$ cat src/rtl/tlb_pkg.sv
package tlb_pkg;

  // table geometry
  localparam int NUM_ENTRIES = 16;
  localparam int IDX_W       = 4;

  // page size encodings, also the page offset widths
  // 8 KiB small page
  localparam int SMALL_PS = 13;
  // 8 MiB huge page
  localparam int HUGE_PS  = 23;

  // address and field widths
  typedef logic [31:0] vaddr_t;
  typedef logic [31:0] paddr_t;
  // vaddr bits 31:13
  typedef logic [18:0] vppn_t;
  typedef logic [18:0] ppn_t;
  typedef logic [9:0]  asid_t;
  typedef logic [5:0]  ps_t;
  typedef logic [IDX_W-1:0] tlb_idx_t;
  // one bit per entry
  typedef logic [NUM_ENTRIES-1:0] hit_vec_t;

  // searchable half of an entry
  typedef struct packed {
    logic  e;
    vppn_t vppn;
    ps_t   ps;
    logic  g;
    asid_t asid;
  } tlb_key_t;

  // translation half of an entry
  typedef struct packed {
    ppn_t ppn;
    logic v;
    logic d;
  } tlb_value_t;

  typedef struct packed {
    vaddr_t vaddr;
    asid_t  asid;
  } lookup_req_t;

  typedef struct packed {
    logic     hit;
    logic     multi_hit;
    tlb_idx_t idx;
    paddr_t   paddr;
    logic     v;
    logic     d;
  } lookup_resp_t;

  // refill payload, held stable while req is high
  typedef struct packed {
    tlb_idx_t   idx;
    tlb_key_t   key;
    tlb_value_t value;
  } update_req_t;

  // encoder to translate stage
  typedef struct packed {
    logic     hit;
    logic     multi_hit;
    tlb_idx_t idx;
    logic     huge;
    vaddr_t   vaddr;
  } stage1_t;

  typedef enum logic [1:0] {
    UPD_IDLE,
    UPD_WRITE,
    UPD_ACK
  } update_state_t;

endpackage

$ cat src/rtl/tlb_hit_encoder.sv
module tlb_hit_encoder import tlb_pkg::*; (
  input  logic     clk,
  input  logic     reset_i,
  input  logic     valid_i,
  input  vaddr_t   vaddr_i,
  input  hit_vec_t hit_i,
  input  hit_vec_t huge_i,
  output logic     valid_o,
  output stage1_t  stage_o
);

  stage1_t  stage_d;
  tlb_idx_t enc_idx;

  // lowest set bit wins, loop runs downward so the last write is the lowest
  always_comb begin
    enc_idx = '0;
    for (int i = NUM_ENTRIES - 1; i >= 0; i--) begin
      if (hit_i[i]) begin
        enc_idx = tlb_idx_t'(i);
      end
    end
  end

  always_comb begin
    stage_d.hit       = |hit_i;
    // more than one bit set if clearing the lowest leaves something
    stage_d.multi_hit = |(hit_i & (hit_i - 1'b1));
    stage_d.idx       = enc_idx;
    stage_d.huge      = huge_i[enc_idx] & stage_d.hit;
    stage_d.vaddr     = vaddr_i;
  end

  // stage 1 valid
  always_ff @(posedge clk) begin
    if (reset_i) begin
      valid_o <= 1'b0;
    end else begin
      valid_o <= valid_i;
    end
  end

  // stage 1 payload
  always_ff @(posedge clk) begin
    stage_o <= stage_d;
  end

  assert property (@(posedge clk) disable iff (reset_i)
    valid_o && stage_o.multi_hit |-> stage_o.hit);

endmodule

$ cat src/rtl/tlb_key_array.sv
module tlb_key_array import tlb_pkg::*; (
  input  logic        clk,
  input  logic        reset_i,
  input  lookup_req_t lookup_req_i,
  input  logic        wr_en_i,
  input  tlb_idx_t    wr_idx_i,
  input  tlb_key_t    wr_key_i,
  // one match bit per entry, combinational from lookup_req_i
  output hit_vec_t    hit_o,
  // registered page size flag per entry
  output hit_vec_t    huge_o
);

  // page number part of the lookup address
  vppn_t    lookup_vppn;
  // per-entry write strobes
  hit_vec_t entry_wr_en;

  assign lookup_vppn = lookup_req_i.vaddr[31:SMALL_PS];

  // one-hot decode of the refill index
  always_comb begin
    entry_wr_en = '0;
    if (wr_en_i) begin
      entry_wr_en[wr_idx_i] = 1'b1;
    end
  end

  // all entries searched in parallel
  for (genvar i = 0; i < NUM_ENTRIES; i++) begin : g_entry
    tlb_match_single i_tlb_match_single (
      .clk          (clk),
      .reset_i      (reset_i),
      .lookup_vppn_i(lookup_vppn),
      .lookup_asid_i(lookup_req_i.asid),
      .wr_en_i      (entry_wr_en[i]),
      .wr_key_i     (wr_key_i),
      .match_o      (hit_o[i]),
      .huge_o       (huge_o[i])
    );
  end

endmodule

$ cat src/rtl/tlb_lookup_top.sv
module tlb_lookup_top import tlb_pkg::*; (
  input  logic         clk,
  input  logic         reset_i,
  // lookup stream, no back-pressure
  input  logic         lookup_valid_i,
  input  lookup_req_t  lookup_req_i,
  // response two register stages later
  output logic         resp_valid_o,
  output lookup_resp_t resp_o,
  // refill port, four-phase req/ack
  input  logic         update_req_i,
  input  update_req_t  update_i,
  output logic         update_ack_o
);

  // write path from refill control
  logic       wr_en;
  tlb_idx_t   wr_idx;
  tlb_key_t   wr_key;
  tlb_value_t wr_value;

  // combinational search result
  hit_vec_t   hit_vec;
  hit_vec_t   huge_vec;

  // stage 1 register
  logic       s1_valid;
  stage1_t    s1;

  tlb_update_ctrl i_tlb_update_ctrl (
    .clk         (clk),
    .reset_i     (reset_i),
    .update_req_i(update_req_i),
    .update_i    (update_i),
    .update_ack_o(update_ack_o),
    .wr_en_o     (wr_en),
    .wr_idx_o    (wr_idx),
    .wr_key_o    (wr_key),
    .wr_value_o  (wr_value)
  );

  tlb_key_array i_tlb_key_array (
    .clk         (clk),
    .reset_i     (reset_i),
    .lookup_req_i(lookup_req_i),
    .wr_en_i     (wr_en),
    .wr_idx_i    (wr_idx),
    .wr_key_i    (wr_key),
    .hit_o       (hit_vec),
    .huge_o      (huge_vec)
  );

  tlb_hit_encoder i_tlb_hit_encoder (
    .clk    (clk),
    .reset_i(reset_i),
    .valid_i(lookup_valid_i),
    .vaddr_i(lookup_req_i.vaddr),
    .hit_i  (hit_vec),
    .huge_i (huge_vec),
    .valid_o(s1_valid),
    .stage_o(s1)
  );

  tlb_translate_stage i_tlb_translate_stage (
    .clk         (clk),
    .reset_i     (reset_i),
    .valid_i     (s1_valid),
    .stage_i     (s1),
    .wr_en_i     (wr_en),
    .wr_idx_i    (wr_idx),
    .wr_value_i  (wr_value),
    .resp_valid_o(resp_valid_o),
    .resp_o      (resp_o)
  );

endmodule

$ cat src/rtl/tlb_match_single.sv
module tlb_match_single import tlb_pkg::*; (
  input  logic     clk,
  input  logic     reset_i,
  input  vppn_t    lookup_vppn_i,
  input  asid_t    lookup_asid_i,
  input  logic     wr_en_i,
  input  tlb_key_t wr_key_i,
  // purely combinational, no register on the match path
  output logic     match_o,
  output logic     huge_o
);

  tlb_key_t key_q;
  // page size decoded once at write time
  logic     huge_q;

  logic match_high;
  logic match_low;
  logic match_asid;

  // only e is cleared on reset
  always_ff @(posedge clk) begin
    if (reset_i) begin
      key_q.e <= 1'b0;
    end else if (wr_en_i) begin
      key_q  <= wr_key_i;
      huge_q <= (wr_key_i.ps == ps_t'(HUGE_PS));
    end
  end

  // upper vppn bits, compared for both page sizes
  assign match_high = key_q.vppn[18:HUGE_PS-SMALL_PS]
                      == lookup_vppn_i[18:HUGE_PS-SMALL_PS];
  // lower vppn bits, ignored for huge pages
  assign match_low  = key_q.vppn[HUGE_PS-SMALL_PS-1:0]
                      == lookup_vppn_i[HUGE_PS-SMALL_PS-1:0];
  assign match_asid = (key_q.asid == lookup_asid_i);

  // global entries skip the asid compare
  assign match_o = key_q.e
                   && match_high
                   && (huge_q || match_low)
                   && (key_q.g || match_asid);

  // huge flag only meaningful when match_o is set
  assign huge_o = huge_q;

endmodule

$ cat src/rtl/tlb_translate_stage.sv
module tlb_translate_stage import tlb_pkg::*; (
  input  logic         clk,
  input  logic         reset_i,
  input  logic         valid_i,
  input  stage1_t      stage_i,
  input  logic         wr_en_i,
  input  tlb_idx_t     wr_idx_i,
  input  tlb_value_t   wr_value_i,
  output logic         resp_valid_o,
  output lookup_resp_t resp_o
);

  tlb_value_t   value_q [NUM_ENTRIES];

  // value write trails the key write by one cycle
  // so a lookup that matched the old key still reads the old value
  logic         wr_en_q;
  tlb_idx_t     wr_idx_q;
  tlb_value_t   wr_value_q;

  tlb_value_t   rd_value;
  lookup_resp_t resp_d;

  always_ff @(posedge clk) begin
    if (reset_i) begin
      wr_en_q <= 1'b0;
    end else begin
      wr_en_q <= wr_en_i;
    end
  end

  always_ff @(posedge clk) begin
    wr_idx_q   <= wr_idx_i;
    wr_value_q <= wr_value_i;
  end

  // value array, no reset
  always_ff @(posedge clk) begin
    if (wr_en_q) begin
      value_q[wr_idx_q] <= wr_value_q;
    end
  end

  assign rd_value = value_q[stage_i.idx];

  // address formation by page size, zeroed on a miss
  always_comb begin
    resp_d           = '0;
    resp_d.hit       = stage_i.hit;
    resp_d.multi_hit = stage_i.multi_hit;
    if (stage_i.hit) begin
      resp_d.idx = stage_i.idx;
      resp_d.v   = rd_value.v;
      resp_d.d   = rd_value.d;
      if (stage_i.huge) begin
        // ppn 18:10 then 23-bit offset
        resp_d.paddr = {rd_value.ppn[18:HUGE_PS-SMALL_PS], stage_i.vaddr[HUGE_PS-1:0]};
      end else begin
        // full ppn then 13-bit offset
        resp_d.paddr = {rd_value.ppn, stage_i.vaddr[SMALL_PS-1:0]};
      end
    end
  end

  always_ff @(posedge clk) begin
    if (reset_i) begin
      resp_valid_o <= 1'b0;
    end else begin
      resp_valid_o <= valid_i;
    end
  end

  always_ff @(posedge clk) begin
    resp_o <= resp_d;
  end

  assert property (@(posedge clk) disable iff (reset_i)
    resp_valid_o && !resp_o.hit |-> resp_o.paddr == '0);

endmodule

$ cat src/rtl/tlb_update_ctrl.sv
module tlb_update_ctrl import tlb_pkg::*; (
  input  logic        clk,
  input  logic        reset_i,
  input  logic        update_req_i,
  input  update_req_t update_i,
  output logic        update_ack_o,
  output logic        wr_en_o,
  output tlb_idx_t    wr_idx_o,
  output tlb_key_t    wr_key_o,
  output tlb_value_t  wr_value_o
);

  update_state_t state_q;
  update_state_t state_d;

  // four-phase refill
  // idle -> write for one cycle -> ack until req drops
  always_comb begin
    state_d = state_q;
    unique case (state_q)
      UPD_IDLE: begin
        if (update_req_i) begin
          state_d = UPD_WRITE;
        end
      end
      UPD_WRITE: begin
        state_d = UPD_ACK;
      end
      UPD_ACK: begin
        // hold ack until requester releases req
        if (!update_req_i) begin
          state_d = UPD_IDLE;
        end
      end
      default: begin
        state_d = UPD_IDLE;
      end
    endcase
  end

  // ack and write strobe registered alongside the state
  always_ff @(posedge clk) begin
    if (reset_i) begin
      state_q      <= UPD_IDLE;
      update_ack_o <= 1'b0;
      wr_en_o      <= 1'b0;
    end else begin
      state_q      <= state_d;
      update_ack_o <= (state_d == UPD_ACK);
      wr_en_o      <= (state_d == UPD_WRITE);
    end
  end

  // payload straight from the port, stable while req is high
  assign wr_idx_o   = update_i.idx;
  assign wr_key_o   = update_i.key;
  assign wr_value_o = update_i.value;

  assert property (@(posedge clk) disable iff (reset_i)
    state_q == UPD_IDLE |-> !update_ack_o);

  // single write pulse per refill
  assert property (@(posedge clk) disable iff (reset_i)
    wr_en_o |=> !wr_en_o);

endmodule

$ cat config.mk
export PLATFORM = sky130hd
export DESIGN_NAME = tlb_lookup_top
export DESIGN_NICKNAME = d
export VERILOG_FILES = /design/src/rtl/tlb_pkg.sv /design/src/rtl/tlb_hit_encoder.sv /design/src/rtl/tlb_key_array.sv /design/src/rtl/tlb_lookup_top.sv /design/src/rtl/tlb_match_single.sv /design/src/rtl/tlb_translate_stage.sv /design/src/rtl/tlb_update_ctrl.sv
export SDC_FILE = /design/constraint.sdc
export NUM_CORES = 1
export LEC_CHECK = 0
export BUFFER_PORTS_ARGS = -buffer_cell sky130_fd_sc_hd__buf_2
export CAP_MARGIN = 20
export CORE_MARGIN = 10
export CORE_UTILIZATION = 60
export DETAILED_ROUTE_END_ITERATION = 16
export GPL_ROUTABILITY_DRIVEN = 0
export HOLD_SLACK_MARGIN = 0.08
export PLACE_DENSITY = 0.87
export SYNTH_ARGS = -nofsm -noshare
export SYNTH_HDL_FRONTEND = slang
export SYNTH_HIERARCHICAL = 1
export SYNTH_SLANG_ARGS = --single-unit
$ cat constraint.sdc
create_clock -name clk -period 3.1 [get_ports clk]
set_input_delay 0.155 -clock clk [delete_from_list [all_inputs] [get_ports clk]]
set_output_delay 0.155 -clock clk [all_outputs]
set_load 0.01 [all_outputs]
# Word-level counts from Yosys, hierarchy flattened
# Memory sizes are Yosys's and may differ from the RTL's. A register that Yosys moved wholly into a read port is not among the register bits.
# Index checks and enable logic that the tools add are counted.
# word_totals
inputBits	108
memories	1
register_bits	614
output_inout_bits	42
ram_bits	336
word_cells	289
# classes
bitwise	3
n_reduce_logical	100
n_eq_ne	53
n_addsub	1
magnitude_cmp	3
mux	27
# mem_list
memory	words	width	read_ports	rd_clocked_by_memory_dff	write_ports	line_no	text
i_tlb_translate_stage.value_q	16	21	1	1	1	tlb_translate_stage.sv:13	tlb_value_t value_q [NUM_ENTRIES];
# op_table
op	count
== test 10 bit	32
== test 9 bit	16
two-way mux 4 bit	16
logical AND 1 bit	49
logical OR 1 bit	32
AND reduction 2 bit	16
OR reduction 16 bit	2
two-way mux 23 bit	1
AND 16 bit	1
two-way mux 16 bit	1
subtractor 16 x 1 -> 16 bit (second input constant)	1
less-than comparator 4 x 5 -> 1 bit (second input constant)	2
== test 6 x 5 -> 1 bit (second input constant)	1
case mux 2 bit (3 select lines)	1
binary-select mux 1 bit (select 4 bit)	1
demux 1 bit (select 4 bit)	1
== test 2 x 1 -> 1 bit (second input constant)	2
== test 2 bit (second input constant)	2
>= comparator 4 x 1 -> 1 bit (second input constant)	1
two-way mux 1 bit	4
two-way mux 2 bit	2
logical NOT 2 bit	1
AND 1 bit	1
NOT 1 bit	1

# Depth between registers and ports, before layout
# Gate-level depths: netlist of the first run.
# logic_depth
depth_word	23
depth_mapped	11
mapped_depth_nobuf	11

# Hierarchy
# Netlist of the first run, hierarchy kept.
# modules_own_cells
mod	seq_area_each_um2	cells_per_inst	n_inst	area_per_inst_um2
tlb_match_single	950.9	76	16	1313.8
tlb_translate_stage	11431.0	779	1	14664.1
tlb_hit_encoder	800.8	122	1	1348.8
tlb_update_ctrl	80.1	72	1	586.8
tlb_key_array	0.0	23	1	117.6

# Least setup slack after synthesis of the first run
# OpenSTA, ideal clock, no wires.
# synth_timing
path_kind	register to register
start	register i_tlb_key_array/g_entry[5].i_tlb_match_single/key_q[25] in the netlist's numbering
end	register i_tlb_hit_encoder/stage_o[32] in the netlist's numbering
setup_ns	0.128
path_buffers	0
setup_slack_ns	0.194
required_ns	2.972
period_less_slack_ns	2.906
t_arrival_ns	2.778
path_stages_with_launch	11
path_cell_list	edfxtp_1 -> xor2_1 -> nor4_1 -> a41oi_1 -> nor3_1 -> inv_1 -> a221o_2 -> nand2_4 -> mux4_1 -> a22oi_1 -> o211ai_2
# synth_rtl
item	line_no	text
start, declared	tlb_match_single.sv:13	tlb_key_t key_q;
start signal, assigned	tlb_match_single.sv:26	key_q <= wr_key_i;
end signal, assigned	tlb_hit_encoder.sv:45	stage_o <= stage_d;
end, declared	tlb_hit_encoder.sv:9	output stage1_t stage_o

==> reports/metrics.yaml, run 1 <==
status:
  status: "complete, but fails checks"
  violations: "setup timing"
floorplanning:
  initial_core_util: 0.6075
  die_height_um: 270.2
  die_area_mm2: 0.07300
  core_mm2: 0.06183
  row_count: 91
  io_pins: 150
  die_w_um: 270.2
clock_network:
  path_clk_slew_ns: 0.06
  cts_made_buffers: 91
  clk_path_buf_depth: 3
  clockRootBuffer: "clkbuf_16"
  cts_sinks: 950
  h-tree-depth: 3
  clk-insertion-delay-late_ns: 0.65
  tritoncts: "yes"
power_and_ir_drop:
  peakVddDrop_v: 0.0005418
  p_total_w: 0.02597
  p_per_area_mw_per_mm2: 580.3
  p_leak_nw: 15.25
worst_setup_path:
  path_delay_family: "simple AND/OR/NAND/NOR gates"
  max_stage_delay_ns: 0.62
  cp_max_fo: 7
  cpMostUsedCell: "buf_4"
  path_class: "reg -> reg"
  worstPathArrival_ns: 3.75
  path_buf_inv: 3
  crit_required_ns: 3.63
  critPathSlowestCell: "nor4_1"
  crit_path_start_kind: "flip-flop"
  crit_chain: "xor2_1, nor4_1, a41oi_1, buf_4, nor3_1, buf_4, nor4_4, buf_4, a211oi_2, a311oi_2, a22oi_2, o211ai_2"
  worstSetupEndpointType: "flip-flop"
route:
  first_iter_violations: 2379
  routed_wl_um: 91770
  num_vias: 21510
  viasPerCell: 6.059
  drtPass1Iterations: 6
  drc: 0
  ant_nets: 0
  wire_per_inst_um: 25.85
place:
  place_area_mm2: 0.04045
  portBuffers: 149
  dp_cells: 3282
  dp_hpwl_um: 55050
sta:
  rsz0062_at_grt: "true"
  period_minus_slack_ns: 3.221
  fin_crit_sh: 1.039
  finalClockSkew_ns: 0.01970
  hold_viol: 0
  relSlewSlack: 0.3152
  worst_slack_ns: -0.1210
  worstMarginPinSlew_ns: 1.026
  finalMaxSlewViolations: 0
  finalSetupViolations: 2
  fmax_ghz: 0.3105
cells_and_area:
  drive_gt1_frac: 0.2350
  layout_common_cells: "edfxtp_1, xor2_1, buf_4"
  final_cell_area_mm2: 0.04476
  layout.cells.non_filler: 3550
  final_common_cell: "edfxtp_1"
  nNetsFinal: 2743
  area_growth_pct: 19.17
global_route:
  grt_pass1_wl_um: 135400
  grt_usage: 0.2421
  grt_max_degree: 53
  grt-ovfl-total: 0
  grt_pass1_vias: 22360
  antenna_found_initial: 3
hold_path:
  hold_class: "in -> reg"
logic_synthesis:
  netlist_instances: 2203
  yosys_warnings: 6
  synth_area_mm2: 0.03756
  syn-num-nets: 2311
  synth.avg_cell_area_um2: 17.05
run:
  drv_cap: 0
[path summary, 6_finish.rpt]
path	start	to	slack [ns]	depth (start not counted)
max	flip-flop	i_tlb_hit_encoder/stage_o[32]	-0.12	12
min	reset_i	flip-flop	0.13	2
max reg2reg	flip-flop	i_tlb_hit_encoder/stage_o[32]	-0.12	12
min reg2reg	i_tlb_hit_encoder/stage_o[37]	i_tlb_translate_stage/resp_o[38]	0.35	0
[report_power, final]
| group | internal, W | total, W | switching [W] |
|---|---|---|---|
| combinational | 0.000394 | 0.000980 | 0.000586 |
| clock | 0.00627 | 0.0109 | 0.00467 |
| sequential | 0.0140 | 0.0141 | 0.0000864 |
[cell type report]
cell class                 instances  area [um^2]
antenna                            2        5.005
clock buffer                     122         2496
clock inverter                    47        455.4
fill                            3440        17070
inverter                           5        18.77
multi-input combinational       1147        10030
sequential                       950        27350
tap                              837         1047
timing repair buffer             440         3353
[repair_timing]
| item | CTS | global route |
|---|---|---|
| endpoints found under the setup margin | 2 | 2 |
| hold buffers | 92 | 0 |
| gates resized for setup | 22 | 42 |
| pin swaps | 8 | 21 |
| setup buffers | 0 | 5 |
| hold endpoints to repair | 565 | 0 |
[stage by stage]
stage          setup TNS [ns]    util  setup slack, ns  hold slack [ns]
5_1_grt               -0.3179  0.7238          -0.1844           0.1400
3_5_place_dp          -0.6262  0.6543          -0.3529           0.2587
6_report              -0.1679  0.7239          -0.1210           0.1312
4_1_cts                     0  0.7189        0.0007725           0.1069
2_1_floorplan               0       -           0.1941           0.1827
3_3_place_gp          -0.4028  0.6543          -0.2213           0.2589
[metal layers]
layer  track usage  wire, um  part of all wire
met1        0.2868     32460              0.35
met2        0.4299     47550              0.52
met3       0.04567      7706             0.084
met4       0.09718      4041             0.044
met5             0        17           0.00019
[flip-flops by register name (all words and copies together), names as in the netlist]
register / cells
i_tlb_update_ctrl/state_q: 2
i_tlb_translate_stage/wr_idx_q: 4
i_tlb_translate_stage/resp_o: 40
i_tlb_key_array/g_entry.i_tlb_match_single/huge_o: 16
i_tlb_hit_encoder/stage_o: 30
i_tlb_hit_encoder/valid_o: 1
i_tlb_key_array/g_entry.i_tlb_match_single/key_q: 496
i_tlb_translate_stage/value_q: 336
i_tlb_update_ctrl/wr_en_o: 1
i_tlb_translate_stage/wr_en_q: 1
i_tlb_translate_stage/wr_value_q: 21
i_tlb_translate_stage/resp_valid_o: 1
i_tlb_update_ctrl/update_ack_o: 1
Note: power is estimated with default switching activity, not from simulation.
==> run 2, diff against run 1 <==
--- a/config.mk
+++ b/config.mk
@@ -6,7 +6,7 @@
 export NUM_CORES = 1
 export LEC_CHECK = 0
 export BUFFER_PORTS_ARGS = -buffer_cell sky130_fd_sc_hd__buf_2
-export CAP_MARGIN = 20
+export CAP_MARGIN = 10
 export CORE_MARGIN = 10
 export CORE_UTILIZATION = 60
 export DETAILED_ROUTE_END_ITERATION = 16
@@ -15,5 +15,4 @@
 export PLACE_DENSITY = 0.87
 export SYNTH_ARGS = -nofsm -noshare
 export SYNTH_HDL_FRONTEND = slang
-export SYNTH_HIERARCHICAL = 1
 export SYNTH_SLANG_ARGS = --single-unit
==> run 2 against run 1 <==
Effect of this change:
- synthesized cell count is 3.7% lower
- worst hold slack got worse by 0.010 ns
- non-clock buffer count shrank 36
- critical endpoint is now i_tlb_hit_encoder.stage_o[32]
- clock skew is 0.025 ns higher
- cell count down 3.4%
- global-route usage up 5.7 points
- utilization decreased by 0.19 points
- the flow still finishes with violations (setup timing)
- sequential power hardly changed
==> reports/metrics.yaml, run 2 <==
worst_setup_path:
  cp_max_fo: 4  # -3
  worstPathArrival_ns: 3.92  # +0.17 ns
  reg2regPathDepth: 12  # unchanged
  reg2reg_slack_ns: -0.24  # -0.12 ns
  path_class: "reg -> reg"
  worstSetupEndpointType: "flip-flop"
  crit_path_start_kind: "flip-flop"
  crit_required_ns: 3.69  # +0.06 ns
  r2r-end: "i_tlb_hit_encoder.stage_o[32]"
cells_and_area:
  final_cell_area_mm2: 0.04456  # -0.45%
  drive_gt1_frac: 0.2587  # +0.02371
  largest_register_ffs: 496  # unchanged
  final_util: 0.7220  # -0.001909
  diodes: 0  # -2
  layout_common_cells: "edfxtp_1, xor2_1, xnor2_1"
  final_common_cell: "edfxtp_1"
  fill_cells: 3273  # -4.9%
  nNetsFinal: 2627  # -4.2%
  largestRegisters: "i_tlb_key_array.g_entry.i_tlb_match_single.key_q (496), i_tlb_translate_stage.value_q (336), i_tlb_translate_stage.resp_o (40)"
  area_growth_pct: 19.00
  layout.cells.non_filler: 3431  # -3.4%
  top_register: "i_tlb_key_array.g_entry.i_tlb_match_single.key_q"
logic_synthesis:
  yosys.area.top_type: "edfxtp_1"
  ys.flop_type: "edfxtp_1"
  synth.avg_cell_area_um2: 17.65  # +3.5%
  ys_top_cells_by_count: "edfxtp_1, xor2_1, xnor2_1, dfxtp_1, mux4_2"
  ys_seq_area_frac: 0.7304
  synth_edf_count: 832
  synth.distinct_cells: 58
  netlist_instances: 2121  # -3.7%
  ys_ff_latch: 950
  synth.area.top_cells: "edfxtp_1, xor2_1, mux4_2, dfxtp_1, xnor2_1"
  async_flop_share: 0
  syn-num-nets: 2229  # -3.5%
  netlist.area_leader.share: 0.6673
  yosys_warnings: 0  # -6
  yosysMostFrequentCell: "edfxtp_1"
  synth_area_mm2: 0.03744  # -0.31%
floorplanning:
  io_pins: 150  # unchanged
  row_count: 91  # unchanged
  die_w_um: 269.8  # -0.14%
  die_height_um: 269.8  # -0.14%
  initial_core_util: 0.6067  # -0.0007648
  die_area_mm2: 0.07279  # -0.29%
  core_mm2: 0.06171  # -0.18%
route:
  wire_per_inst_um: 32.65  # +26%
  first_iter_violations: 3601  # +51%
  drtPass1Iterations: 6  # unchanged
  ant_nets: 0  # unchanged
  routed_wl_um: 112000  # +22%
  drc: 0  # unchanged
  viasPerCell: 6.662  # +10%
  num_vias: 22860  # +6.3%
place:
  place_area_mm2: 0.04034  # -0.27%
  dp_hpwl_um: 60220  # +9.4%
  portBuffers: 149  # unchanged
  dp_cells: 3176  # -3.2%
global_route:
  grt_usage: 0.2995  # +0.05746
  grt_pass1_wl_um: 160800  # +19%
  grt_pass1_vias: 23290  # +4.2%
  grt-ovfl-total: 0  # unchanged
  grt_max_degree: 40  # -25%
  antenna_found_initial: 2  # -1
sta:
  period_minus_slack_ns: 3.337  # +0.1156 ns
  finalClockSkew_ns: 0.04437  # +0.02468 ns
  finalSetupViolations: 3  # +1
  relSlewSlack: 0.3747  # +0.05946
  hold_viol: 0  # unchanged
  setup_tns_ns: -0.3300  # -0.1621 ns
  worst_slack_ns: -0.2366  # -0.1156 ns
  worstMarginPinSlew_ns: 0.9367  # -0.08906 ns
  fmax_ghz: 0.2997  # -3.5%
  fin_crit_sh: 1.076  # +0.03731
  holdWs_ns: 0.1211  # -0.01011 ns
  rsz0062_at_grt: "true"
  finalMaxSlewViolations: 0  # unchanged
clock_network:
  path_clk_slew_ns: 0.06  # about the same
  clockRootBuffer: "clkbuf_16"
  h-tree-depth: 3  # unchanged
  cts_made_buffers: 90  # -1.1%
  clk-insertion-delay-late_ns: 0.68  # +0.03 ns
  clk_path_buf_depth: 3  # unchanged
  tritoncts: "yes"
  cts_sinks: 950  # unchanged
power_and_ir_drop:
  peakVddDrop_v: 0.0004938  # -8.9%
  p_leak_nw: 14.87  # -2.5%
  p_per_area_mw_per_mm2: 592.7  # +2.1%
run:
  drv_cap: 0  # unchanged
hold_path:
  hold_start: "update_i[1]"
  whs_endpoint: "i_tlb_translate_stage.wr_value_q[1]"
  hold_class: "in -> reg"
  hold-path-cell-count: 2  # unchanged
status:
  violations: "setup timing"
  status: "complete, but fails checks"
[run 2: how the worst max path moves through the flow]
| stage | end | slack [ns] |
|---|---|---|
| global route | i_tlb_hit_encoder.stage_o[32] | -0.26 |
| detailed placement | i_tlb_hit_encoder.stage_o[32] | -0.40 |
| floorplan | i_tlb_hit_encoder.stage_o[32] | 0.23 |
| global placement | i_tlb_hit_encoder.stage_o[32] | -0.34 |
| CTS | i_tlb_hit_encoder.stage_o[32] | -0.13 |
| finish | i_tlb_hit_encoder.stage_o[32] | -0.24 |
[run 2: area by class of cell]
class / instances / area [um^2] / area share
Clock buffer: 127 / 2534 / 0.05687
Clock inverter: 40 / 431.7 / 0.009688
Inverter: 7 / 26.28 / 0.0005897
Multi-Input combinational cell: 1066 / 10010 / 0.2247
Sequential cell: 950 / 27360 / 0.6140
Tap cell: 837 / 1047 / 0.02350
Timing Repair Buffer: 404 / 3148 / 0.07065
[run 2: what timing repair did]
item,in CTS,in global routing
gates resized for setup,19,41
hold buffers,82,0
hold endpoints to repair,551,0
setup buffers,4,2
endpoints found under the setup margin,5,5
pin swaps,7,12
[run 2: critical path: stages, from the launching register on]
cell and delay (ns):
edfxtp_1 0.42, xor2_1 0.19, nor4_2 0.45, a41oi_2 0.26
or4_4 0.59, nor2_4 0.17, o31ai_4 0.08, a21oi_4 0.24
buf_4 0.17, mux2i_1 0.11, o211ai_1 0.25, o31ai_2 0.13
a221oi_2 0.19
[run 2: where the power goes]
part | internal (W) | switching [W] | total, W | leakage, nW
Clock | 0.00625 | 0.00502 | 0.0113 | 1.44
Combinational | 0.000393 | 0.000679 | 0.00107 | 4.94
Sequential | 0.0140 | 0.0000983 | 0.0141 | 8.49
[run 2: metal layers]
layer,global-route usage,vias up,routed length [um]
li1,-,8895,-
met1,0.3661,11320,36020
met2,0.4906,2150,55200
met3,0.07488,492,14330
met4,0.1558,2,6459
met5,0,-,11
[run 2: metrics by stage]
stage | power (W) | setup WS (ns)
after global placement | 0.01516 | -0.3413
after floorplan | 0.01477 | 0.2284
after detailed placement | 0.01521 | -0.3980
after CTS | 0.02621 | -0.1253
final | 0.02641 | -0.2366
after global routing | 0.02692 | -0.2587
[run 2: cell families (layout without fill, tap and decap cells)]
group	Yosys count	count (layout)	synth area share
buf+inv	105	578	0.01584
compound gates	96	96	0.01912
simple gates	377	377	0.05651
xor+xnor	464	464	0.1085
flops	950	950	0.7304
mux	127	127	0.06907
fa+ha+maj	2	2	0.0005347
